### config.mk
export PLATFORM = sky130hd
export DESIGN_NAME = sqrt_top
export DESIGN_NICKNAME = d
export VERILOG_FILES = /design/src/design/sqrt_pkg.sv /design/src/design/operand_unpack.sv /design/src/design/rsqrt_seed.sv /design/src/design/newton_datapath.sv /design/src/design/result_pack.sv /design/src/design/sqrt_ctrl.sv /design/src/design/sqrt_top.sv
export VERILOG_INCLUDE_DIRS = /design/src /design/src/design
export SDC_FILE = /design/constraint.sdc
export NUM_CORES = 2
export LEC_CHECK = 0
export BUFFER_PORTS_ARGS = -buffer_cell sky130_fd_sc_hd__buf_2
export CAP_MARGIN = 20
export CORE_MARGIN = 4
export CORE_UTILIZATION = 35
export DETAILED_ROUTE_END_ITERATION = 8
export SLEW_MARGIN = 20
export SYNTH_ARGS = -nofsm -noshare
export SYNTH_HDL_FRONTEND = slang
export SYNTH_SLANG_ARGS = --single-unit
### constraint.sdc
create_clock -name clk -period 29.3 [get_ports clk]
set_input_delay 2.93 -clock clk [delete_from_list [all_inputs] [get_ports clk]]
set_output_delay 2.93 -clock clk [all_outputs]
set_load 0.05 [all_outputs]
### src/design/sqrt_macros.svh
`ifndef SQRT_MACROS_SVH
`define SQRT_MACROS_SVH

// single precision float fields
`define SQRT_EXP_W 8
`define SQRT_MAN_W 23
`define SQRT_EXP_BIAS 127

// working fixed point width
// aligned mantissa is Q2.26, reciprocal and temporaries are Q1.27
`define SQRT_FIX_W 28

// reciprocal root seed table
`define SQRT_SEED_BITS 5
`define SQRT_NEWTON_ITERS 3

// bus register map
`define SQRT_ADR_DATA 0
`define SQRT_ADR_STATUS 1

`endif

### src/design/sqrt_pkg.sv
`include "sqrt_macros.svh"

package sqrt_pkg;

   typedef logic [31:0] word_t;
   typedef logic [`SQRT_EXP_W-1:0] exp_t;
   typedef logic [`SQRT_MAN_W-1:0] man_t;
   typedef logic [`SQRT_FIX_W-1:0] fix_t;
   typedef logic [`SQRT_SEED_BITS-1:0] seed_idx_t;

   typedef struct packed {
      logic  cyc;
      logic  stb;
      logic  we;
      logic  adr;
      word_t dat_w;
   } wb_req_t;

   typedef struct packed {
      logic  ack;
      word_t dat_r;
   } wb_rsp_t;

   typedef enum logic [2:0] {
      cls_normal,
      cls_zero,
      cls_inf,
      cls_nan,
      cls_negative
   } op_class_t;

   typedef struct packed {
      logic      sign;
      op_class_t cls;
      exp_t      exp;   // biased exponent of the root
      fix_t      am;    // aligned mantissa in [1,4), nan payload for nan
   } unpacked_t;

   typedef enum logic [3:0] {
      st_idle,
      st_unpack,
      st_seed,
      st_square,
      st_scale,
      st_refine,
      st_root,
      st_check,
      st_pack
   } ctrl_state_t;

   typedef enum logic [2:0] {
      dp_idle,
      dp_load,
      dp_square,
      dp_scale,
      dp_refine,
      dp_root,
      dp_check
   } dp_op_t;

endpackage

### src/design/operand_unpack.sv
`timescale 1ns/100ps
`include "sqrt_macros.svh"

module operand_unpack import sqrt_pkg::*; (
   input  logic      clk,
   input  logic      arst_n,
   input  logic      unpack_en,
   input  word_t     operand,
   output unpacked_t unp
);

   function automatic logic [4:0] lead_zeros(input man_t m);
      logic [4:0] n;
      logic       found;
      n = 5'd0;
      found = 1'b0;
      for (int i = `SQRT_MAN_W - 1; i >= 0; i--) begin
         if (!found && !m[i])
            n = n + 5'd1;
         else
            found = 1'b1;
      end
      return n;
   endfunction

   logic  s;
   exp_t  e;
   man_t  m;
   logic [4:0] lz;
   logic [4:0] k;
   logic signed [9:0] unb;
   logic signed [9:0] half;
   unpacked_t unp_d;

   always_comb begin
      s  = operand[31];
      e  = operand[30:23];
      m  = operand[22:0];
      lz = lead_zeros(m);
      k  = (lz + 5'd2) >> 1;   // even shift of 2k puts the top one in bit 27 or 26
      if (e == '0) begin
         unb = 10'sd1 - 10'(`SQRT_EXP_BIAS) - 10'({k, 1'b0});
         unp_d.am = fix_t'({m, 3'b000}) << {k, 1'b0};
      end else begin
         unb = $signed({2'b00, e}) - 10'(`SQRT_EXP_BIAS);
         unp_d.am = unb[0] ? {1'b1, m, 4'b0000} : {2'b01, m, 3'b000};  // odd exponent doubles
      end
      half = unb >>> 1;
      unp_d.exp  = exp_t'(half + 10'(`SQRT_EXP_BIAS));
      unp_d.sign = s;

      if (e == '1)
         unp_d.cls = (m != '0) ? cls_nan : (s ? cls_negative : cls_inf);
      else if (e == '0 && m == '0)
         unp_d.cls = cls_zero;
      else if (s)
         unp_d.cls = cls_negative;
      else
         unp_d.cls = cls_normal;

      // specials still run the datapath, keep it on a harmless value
      if (unp_d.cls == cls_nan)
         unp_d.am = fix_t'(m);   // payload rides along to the packer
      else if (unp_d.cls == cls_zero || unp_d.cls == cls_inf)
         unp_d.am = fix_t'(1) << (`SQRT_FIX_W - 2);
   end

   always_ff @(posedge clk or negedge arst_n) begin
      if (!arst_n)
         unp <= '0;
      else if (unpack_en)
         unp <= unp_d;
   end

endmodule

### src/design/rsqrt_seed.sv
`timescale 1ns/100ps
`include "sqrt_macros.svh"

module rsqrt_seed import sqrt_pkg::*; (
   input  logic      clk,
   input  logic      arst_n,
   input  logic      seed_en,
   input  unpacked_t unp,
   output fix_t      seed
);

   // 1/sqrt of interval midpoint (i+0.5)/8, scaled by 256
   function automatic logic [7:0] seed_entry(input seed_idx_t i);
      case (i)
         5'd8:    return 8'd248;
         5'd9:    return 8'd235;
         5'd10:   return 8'd223;
         5'd11:   return 8'd214;
         5'd12:   return 8'd205;
         5'd13:   return 8'd197;
         5'd14:   return 8'd190;
         5'd15:   return 8'd184;
         5'd16:   return 8'd178;
         5'd17:   return 8'd173;
         5'd18:   return 8'd168;
         5'd19:   return 8'd164;
         5'd20:   return 8'd160;
         5'd21:   return 8'd156;
         5'd22:   return 8'd153;
         5'd23:   return 8'd149;
         5'd24:   return 8'd146;
         5'd25:   return 8'd143;
         5'd26:   return 8'd141;
         5'd27:   return 8'd138;
         5'd28:   return 8'd136;
         5'd29:   return 8'd133;
         5'd30:   return 8'd131;
         5'd31:   return 8'd129;
         default: return 8'd255;   // below 1.0, only reached by specials
      endcase
   endfunction

   seed_idx_t idx;

   assign idx = unp.am[`SQRT_FIX_W-1 -: `SQRT_SEED_BITS];

   always_ff @(posedge clk or negedge arst_n) begin
      if (!arst_n)
         seed <= '0;
      else if (seed_en)
         seed <= {1'b0, seed_entry(idx), {(`SQRT_FIX_W - 9){1'b0}}};  // to Q1.27
   end

endmodule

### src/design/newton_datapath.sv
`timescale 1ns/100ps
`include "sqrt_macros.svh"

module newton_datapath import sqrt_pkg::*; (
   input  logic      clk,
   input  logic      arst_n,
   input  dp_op_t    dp_op,
   input  unpacked_t unp,
   input  fix_t      seed,
   output fix_t      root,
   output logic      root_low
);

   localparam int PW  = 2 * `SQRT_FIX_W;
   localparam int RF  = `SQRT_FIX_W - 1;        // frac bits of r and t
   localparam int AF  = `SQRT_FIX_W - 2;        // frac bits of am and root
   localparam int ULP = AF + RF - (`SQRT_MAN_W + 1);

   // round to nearest while dropping sh bits
   function automatic fix_t rnd(input logic [PW-1:0] p, input int sh);
      logic [PW-1:0] one;
      logic [PW-1:0] s;
      one = 1;
      s = (p + (one << (sh - 1))) >> sh;
      return s[`SQRT_FIX_W-1:0];
   endfunction

   fix_t r;
   fix_t t;
   fix_t root_q;
   logic root_low_q;
   logic seeded;
   fix_t mul_a;
   fix_t mul_b;
   fix_t half_corr;
   logic [`SQRT_FIX_W:0] three_minus;
   logic [PW-1:0] prod;
   logic [PW-1:0] q_biased;

   always_comb begin
      three_minus = ((`SQRT_FIX_W + 1)'(3) << RF) - {1'b0, t} + 1'b1;
      half_corr   = three_minus[`SQRT_FIX_W:1];   // (3 - t)/2
      case (dp_op)
         dp_load:   begin mul_a = seed;   mul_b = seed;      end
         dp_scale:  begin mul_a = t;      mul_b = unp.am;    end
         dp_refine: begin mul_a = r;      mul_b = half_corr; end
         dp_root:   begin mul_a = unp.am; mul_b = r;         end
         dp_check:  begin mul_a = root_q + fix_t'(4); mul_b = root_q + fix_t'(4); end
         default:   begin mul_a = r;      mul_b = r;         end
      endcase
      prod = PW'(mul_a) * PW'(mul_b);   // the one shared multiplier
      q_biased = prod - (PW'(1) << (ULP - 1));   // half ulp low so truncation never overshoots
   end

   always_ff @(posedge clk or negedge arst_n) begin
      if (!arst_n) begin
         r          <= '0;
         t          <= '0;
         root_q     <= '0;
         root_low_q <= 1'b0;
         seeded     <= 1'b0;
      end else begin
         case (dp_op)
            dp_load: begin
               r      <= seed;
               t      <= rnd(prod, RF);
               seeded <= 1'b1;
            end
            dp_square: t <= rnd(prod, RF);
            dp_scale:  t <= rnd(prod, AF);
            dp_refine: r <= rnd(prod, RF);
            dp_root:   root_q <= {1'b0, q_biased[AF+RF:ULP], 2'b00};
            dp_check: begin
               root_low_q <= (prod <= {unp.am, {AF{1'b0}}});  // next ulp still fits
               seeded     <= 1'b0;
            end
            default: ;
         endcase
      end
   end

   assign root     = root_q;
   assign root_low = root_low_q;

   a_seed_first: assert property (@(posedge clk) disable iff (!arst_n)
      (dp_op inside {dp_square, dp_scale, dp_refine, dp_root, dp_check}) |-> seeded);

endmodule

### src/design/result_pack.sv
`timescale 1ns/100ps
`include "sqrt_macros.svh"

module result_pack import sqrt_pkg::*; (
   input  logic      clk,
   input  logic      arst_n,
   input  logic      pack_en,
   input  unpacked_t unp,
   input  fix_t      root,
   input  logic      root_low,
   output word_t     result,
   output logic      result_exc
);

   logic [`SQRT_MAN_W+1:0] exact;     // 25 bit truncated root
   logic [`SQRT_MAN_W+1:0] rounded;
   exp_t  exp_out;
   word_t word_d;
   logic  exc_d;

   always_comb begin
      exact   = root[`SQRT_FIX_W-2:2] + {{(`SQRT_MAN_W + 1){1'b0}}, root_low};
      rounded = {1'b0, exact[`SQRT_MAN_W+1:1]} + {{(`SQRT_MAN_W + 1){1'b0}}, exact[0]};
      exp_out = unp.exp + exp_t'(rounded[`SQRT_MAN_W+1]);  // carry out of the mantissa

      exc_d = 1'b0;
      case (unp.cls)
         cls_nan: begin
            word_d = {unp.sign, 8'hff, 1'b1, unp.am[`SQRT_MAN_W-2:0]};  // quieted
            exc_d  = 1'b1;
         end
         cls_inf:  word_d = {1'b0, 8'hff, 23'd0};
         cls_zero: word_d = {unp.sign, 31'd0};
         cls_negative: begin
            word_d = {1'b1, 8'hff, 1'b1, 22'd0};
            exc_d  = 1'b1;
         end
         default: word_d = {1'b0, exp_out, rounded[`SQRT_MAN_W-1:0]};
      endcase
   end

   always_ff @(posedge clk or negedge arst_n) begin
      if (!arst_n) begin
         result     <= '0;
         result_exc <= 1'b0;
      end else if (pack_en) begin
         result     <= word_d;
         result_exc <= exc_d;
      end
   end

endmodule

### src/design/sqrt_ctrl.sv
`timescale 1ns/100ps
`include "sqrt_macros.svh"

module sqrt_ctrl import sqrt_pkg::*; (
   input  logic    clk,
   input  logic    arst_n,
   input  wb_req_t wb_req,
   output wb_rsp_t wb_rsp,
   output word_t   operand,
   output logic    unpack_en,
   output logic    seed_en,
   output logic    pack_en,
   output dp_op_t  dp_op,
   input  word_t   result,
   input  logic    result_exc
);

   localparam int unsigned IW = $clog2(`SQRT_NEWTON_ITERS + 1);

   ctrl_state_t state;
   ctrl_state_t state_nx;
   logic [IW-1:0] iter;
   logic  ack_q;
   logic  done_q;
   logic  exc_q;
   logic  busy;
   logic  req;
   logic  is_status;
   logic  accept;
   logic  start;
   word_t operand_q;
   word_t result_q;
   word_t dat_r_q;

   assign req       = wb_req.cyc & wb_req.stb & ~ack_q;   // one ack per cycle
   assign is_status = (wb_req.adr == 1'(`SQRT_ADR_STATUS));
   assign busy      = (state != st_idle) | done_q;
   assign accept    = req & (is_status | ~busy);          // data access waits for idle
   assign start     = accept & wb_req.we & (wb_req.adr == 1'(`SQRT_ADR_DATA));

   always_ff @(posedge clk or negedge arst_n) begin
      if (!arst_n) begin
         ack_q  <= 1'b0;
         done_q <= 1'b0;
         exc_q  <= 1'b0;
      end else begin
         ack_q  <= accept;
         done_q <= pack_en;
         if (done_q)
            exc_q <= result_exc;
      end
   end

   always_ff @(posedge clk) begin
      if (start)
         operand_q <= wb_req.dat_w;
      if (done_q)
         result_q <= result;
      if (accept)
         dat_r_q <= is_status ? {30'd0, exc_q, busy} : result_q;
   end

   // sequencer
   always_ff @(posedge clk or negedge arst_n) begin
      if (!arst_n) begin
         state <= st_idle;
         iter  <= '0;
      end else begin
         state <= state_nx;
         if (state == st_seed)
            iter <= '0;
         else if (state == st_refine)
            iter <= iter + 1'b1;
      end
   end

   always_comb begin
      state_nx = state;
      case (state)
         st_idle:   if (start) state_nx = st_unpack;
         st_unpack: state_nx = st_seed;
         st_seed:   state_nx = st_square;
         st_square: state_nx = st_scale;
         st_scale:  state_nx = st_refine;
         st_refine: state_nx = (iter == IW'(`SQRT_NEWTON_ITERS - 1)) ? st_root : st_square;
         st_root:   state_nx = st_check;
         st_check:  state_nx = st_pack;
         default:   state_nx = st_idle;
      endcase
   end

   always_comb begin
      case (state)
         st_square: dp_op = (iter == '0) ? dp_load : dp_square;  // first pass squares the seed
         st_scale:  dp_op = dp_scale;
         st_refine: dp_op = dp_refine;
         st_root:   dp_op = dp_root;
         st_check:  dp_op = dp_check;
         default:   dp_op = dp_idle;
      endcase
   end

   assign unpack_en = (state == st_unpack);
   assign seed_en   = (state == st_seed);
   assign pack_en   = (state == st_pack);
   assign operand   = operand_q;

   assign wb_rsp.ack   = ack_q;
   assign wb_rsp.dat_r = dat_r_q;

   a_ack_in_cycle: assert property (@(posedge clk) disable iff (!arst_n)
      wb_rsp.ack |-> wb_req.cyc && wb_req.stb);

   // newton loop stays within its count
   a_state_legal: assert property (@(posedge clk) disable iff (!arst_n)
      !$isunknown(state) && (state inside {st_idle, st_unpack, st_seed, st_square,
         st_scale, st_refine, st_root, st_check, st_pack}) &&
      (!(state inside {st_square, st_scale, st_refine}) ||
         (iter < IW'(`SQRT_NEWTON_ITERS))));

   // operand may not move under a running operation
   a_operand_held: assert property (@(posedge clk) disable iff (!arst_n)
      (state != st_idle) |=> $stable(operand_q));

endmodule

### src/design/sqrt_top.sv
`timescale 1ns/100ps
`include "sqrt_macros.svh"

module sqrt_top import sqrt_pkg::*; (
   input  logic    clk,
   input  logic    arst_n,
   input  wb_req_t wb_req,
   output wb_rsp_t wb_rsp
);

   word_t     operand;
   word_t     result;
   logic      result_exc;
   logic      unpack_en;
   logic      seed_en;
   logic      pack_en;
   dp_op_t    dp_op;
   unpacked_t unp;
   fix_t      seed;
   fix_t      root;
   logic      root_low;

   sqrt_ctrl i_sqrt_ctrl (
      .clk        (clk),
      .arst_n     (arst_n),
      .wb_req     (wb_req),
      .wb_rsp     (wb_rsp),
      .operand    (operand),
      .unpack_en  (unpack_en),
      .seed_en    (seed_en),
      .pack_en    (pack_en),
      .dp_op      (dp_op),
      .result     (result),
      .result_exc (result_exc)
   );

   operand_unpack i_operand_unpack (
      .clk       (clk),
      .arst_n    (arst_n),
      .unpack_en (unpack_en),
      .operand   (operand),
      .unp       (unp)
   );

   rsqrt_seed i_rsqrt_seed (
      .clk     (clk),
      .arst_n  (arst_n),
      .seed_en (seed_en),
      .unp     (unp),
      .seed    (seed)
   );

   newton_datapath i_newton_datapath (
      .clk      (clk),
      .arst_n   (arst_n),
      .dp_op    (dp_op),
      .unp      (unp),
      .seed     (seed),
      .root     (root),
      .root_low (root_low)
   );

   result_pack i_result_pack (
      .clk        (clk),
      .arst_n     (arst_n),
      .pack_en    (pack_en),
      .unp        (unp),
      .root       (root),
      .root_low   (root_low),
      .result     (result),
      .result_exc (result_exc)
   );

endmodule

==> impl_metrics.yaml <==
yosys:
  synth-seq-cells: 268
  muxShareOfSynthArea_pct: 2.27
  synth.distinct_cells: 94
  ys_warn_count: 0
  synth_top_family_by_area: "adder cells"
  async_flop_share_pct: 64.2
  synth-xor-area-share_pct: 5.07
  syn-cell-area_um2: 45100
  synth_area_leader_cell: "fa_1"
  yosysTopAreaCellShare_pct: 29.9
  synthesis.nets: 6298
  synth_compound_area_share_pct: 10.8
  yosysMostFrequentCell: "nand2_1"
  synth-adder-area-share_pct: 38.0
  syn_avg_cell_area_um2: 8.52
  syn_inst: 5298
  netlist_top_cells_count: "nand2_1 (927), inv_1 (837), fa_1 (674), nor2_1 (316), ha_1 (288)"
  synth_edf_count: 96
  synth.area.top_cells: "fa_1 (30%), dfrtp_1 (9.5%), ha_1 (8.0%)"
  synthFlopType: "dfrtp_1"
  yosys.area_share.simple_pct: 18.5
  yosysSeqAreaShare_pct: 15.9
setup_path:
  crit_family: "adder cells"
  critPathCaptureType: "flop"
  cp_slowest_cell: "nand3_1"
  worst_path_most_repeated_cell: "fa_1"
  worstSetupStartpointType: "flop"
  arrival_ps: 13700
  required_ps: 29790
  worstSetupPathType: "flop to flop"
  crit_path_max_fanout: 23
  cpPeakStageDelay_ps: 790
  critPathBufInv: 4
run:
  cap_violations: 0
timing:
  slew_viol_final: 0
  fmax_mhz: 75.7
  rsz0062_at_grt: "no"
  slew_headroom_pct: 25.0
  worstMarginPinSlew_ps: 1120
  min_period_over_period_pct: 45.1
  hold_viol: 0
  setup_violations: 0
  min_period_ps: 13210
  tns_ps: 0
  clock_skew_ps: 17.5
  hold_ws_ps: 447
clock_tree:
  cts_resized: 0
  holdBufCountCts: 0
  cts_buffers: 31
  cts_setup_buffers: 0
  clockRootBuffer: "clkbuf_16"
  htreeDepth: 1
  numClockSinks: 268
  clockBufferDepth: 3
  clk_pin_slew_ps: 60
  cts_tree: "yes"
  clkLatencyLatePin_ps: 600
route:
  wl_per_cell_um: 20.0
  final_antenna_net_count: 0
  vias: 36900
  viasPerCell: 5.34
  wl_um: 138000
  drtPass1Iterations: 8
  drt_iter0_drc: 3246
  drc: 0
floorplan:
  fp.dieArea_um2: 135000
  coreArea_um2: 128000
  initial_core_util_pct: 35.3
  die_w_um: 367
  rows: 131
  die_h_um: 367
  num_io_pins: 71
place:
  hpwlAfterDp_um: 107000
  io_buffers: 70
  placed_cells: 6842
  gp_congestion: 0.918
global_route:
  gr-usage-all-layers_pct: 20.4
  grt_max_degree: 100
  grt_pass1_vias: 37800
  antenna_found_initial: 6
  gr-total-overflow: 0
  grt_first_pass_wirelength_um: 220000
finish:
  drive_gt1_share_pct: 5.80
  num-fill-cells: 13200
  final_net_count: 6214
  fin_cells: 6902
  synthToLayoutAreaGrowth_pct: 7.33
min_path:
  hold_path_class: "flop to flop"
status:
  status: "complete, no violations"
stage by stage:
stage | utilization [%] | worst slack (ps) | instance area, µm²
floorplan | - | 17880 | 45100
global placement | 37.0 | 16450 | 47300
detailed placement | 37.0 | 16300 | 47300
CTS | 37.9 | 16220 | 48400
global route | 37.9 | 15070 | 48400
finish | 37.9 | 16090 | 48400
worst paths after layout:
| kind | startpoint | endpoint | slack [ps] | depth (start not counted) |
|---|---|---|---|---|
| min in group asynchronous | arst_n | i_result_pack.result[28] | 2300 | 1 |
| max | i_newton_datapath.t[5] | i_newton_datapath.root_low | 16090 | 41 |
| min reg2reg | i_result_pack.result[2] | i_sqrt_ctrl.result_q[2] | 450 | 0 |
| max reg2reg | i_newton_datapath.t[5] | i_newton_datapath.root_low | 16090 | 41 |
| min | i_result_pack.result[2] | i_sqrt_ctrl.result_q[2] | 450 | 0 |
| max in group asynchronous | arst_n | i_newton_datapath.root[15] | 25540 | 3 |
flip-flops by register name, indices dropped and copies added (netlist names):
name                        cells
i_operand_unpack.unp           40
i_sqrt_ctrl.done_q              1
i_newton_datapath.r            28
i_newton_datapath.root_low      1
i_rsqrt_seed.seed               8
i_sqrt_ctrl.dat_r_q            32
i_sqrt_ctrl.result_q           32
i_sqrt_ctrl.operand            32
i_result_pack.result_exc        1
i_newton_datapath.root         25
i_sqrt_ctrl.ack_q               1
i_sqrt_ctrl.exc_q               1
i_newton_datapath.t            28
i_result_pack.result           32
i_sqrt_ctrl.iter                2
i_sqrt_ctrl.state               4
metal layers:
metal	vias up	share of wire, %	track usage [%]
li1	16800	-	-
met1	18600	43	28.3
met2	1181	47	34.2
met3	220	6.2	2.17
met4	0	3.3	5.46
met5	-	0	0
logic make-up (layout without fill, tap and decap cells):
group           count (synthesis)  count (layout)
compound gates                752             752
xor+xnor                      249             249
fa+ha+maj                     966             966
buf+inv                      1126            1067
flops                         268             268
mux                            96              96
other cells                     0               1
simple gates                 1841            1841
layout by cell type (no fill, tap or decap), types with 12 or more instances in the layout:
cell type	synthesis	routed
nand2_1	927	925
inv_1	837	837
fa_1	674	674
nor2_1	316	314
ha_1	288	288
a21oi_1	207	204
o21ai_0	176	175
dfrtp_1	172	172
xnor2_1	162	160
nand3_1	103	103
nor2b_1	99	99
edfxtp_1	96	96
buf_4	1	96
and2_1	85	85
xor2_1	79	79
mux2i_1	75	75
buf_2	11	69
a21o_1	55	55
nor3_1	55	52
nand2b_1	52	50
nand4_1	44	44
a22oi_1	40	40
nor4_1	37	37
a31oi_1	37	37
clkbuf_16	0	31
and3_1	30	30
or3_1	30	30
a222oi_1	23	23
a211oi_1	24	23
a221oi_1	19	19
mux2_2	17	17
o31ai_1	16	16
o21bai_1	16	16
o21a_1	15	15
o211ai_1	13	13
o21ai_2	0	12
area by class of cell:
| type | instances | area, µm² | share of cell area [%] |
|---|---|---|---|
| antenna | 1 | 2.50 | 0.00517 |
| clock buffer | 37 | 818 | 1.69 |
| clock inverter | 21 | 277 | 0.571 |
| inverter | 841 | 3160 | 6.52 |
| multi-input combinational | 3904 | 33800 | 69.8 |
| sequential | 268 | 7190 | 14.8 |
| tap | 1662 | 2080 | 4.29 |
| timing repair buffer | 168 | 1120 | 2.30 |
Power is not shown: default switching activity piles up to over one toggle a cycle in this logic, so the estimate is an artifact.
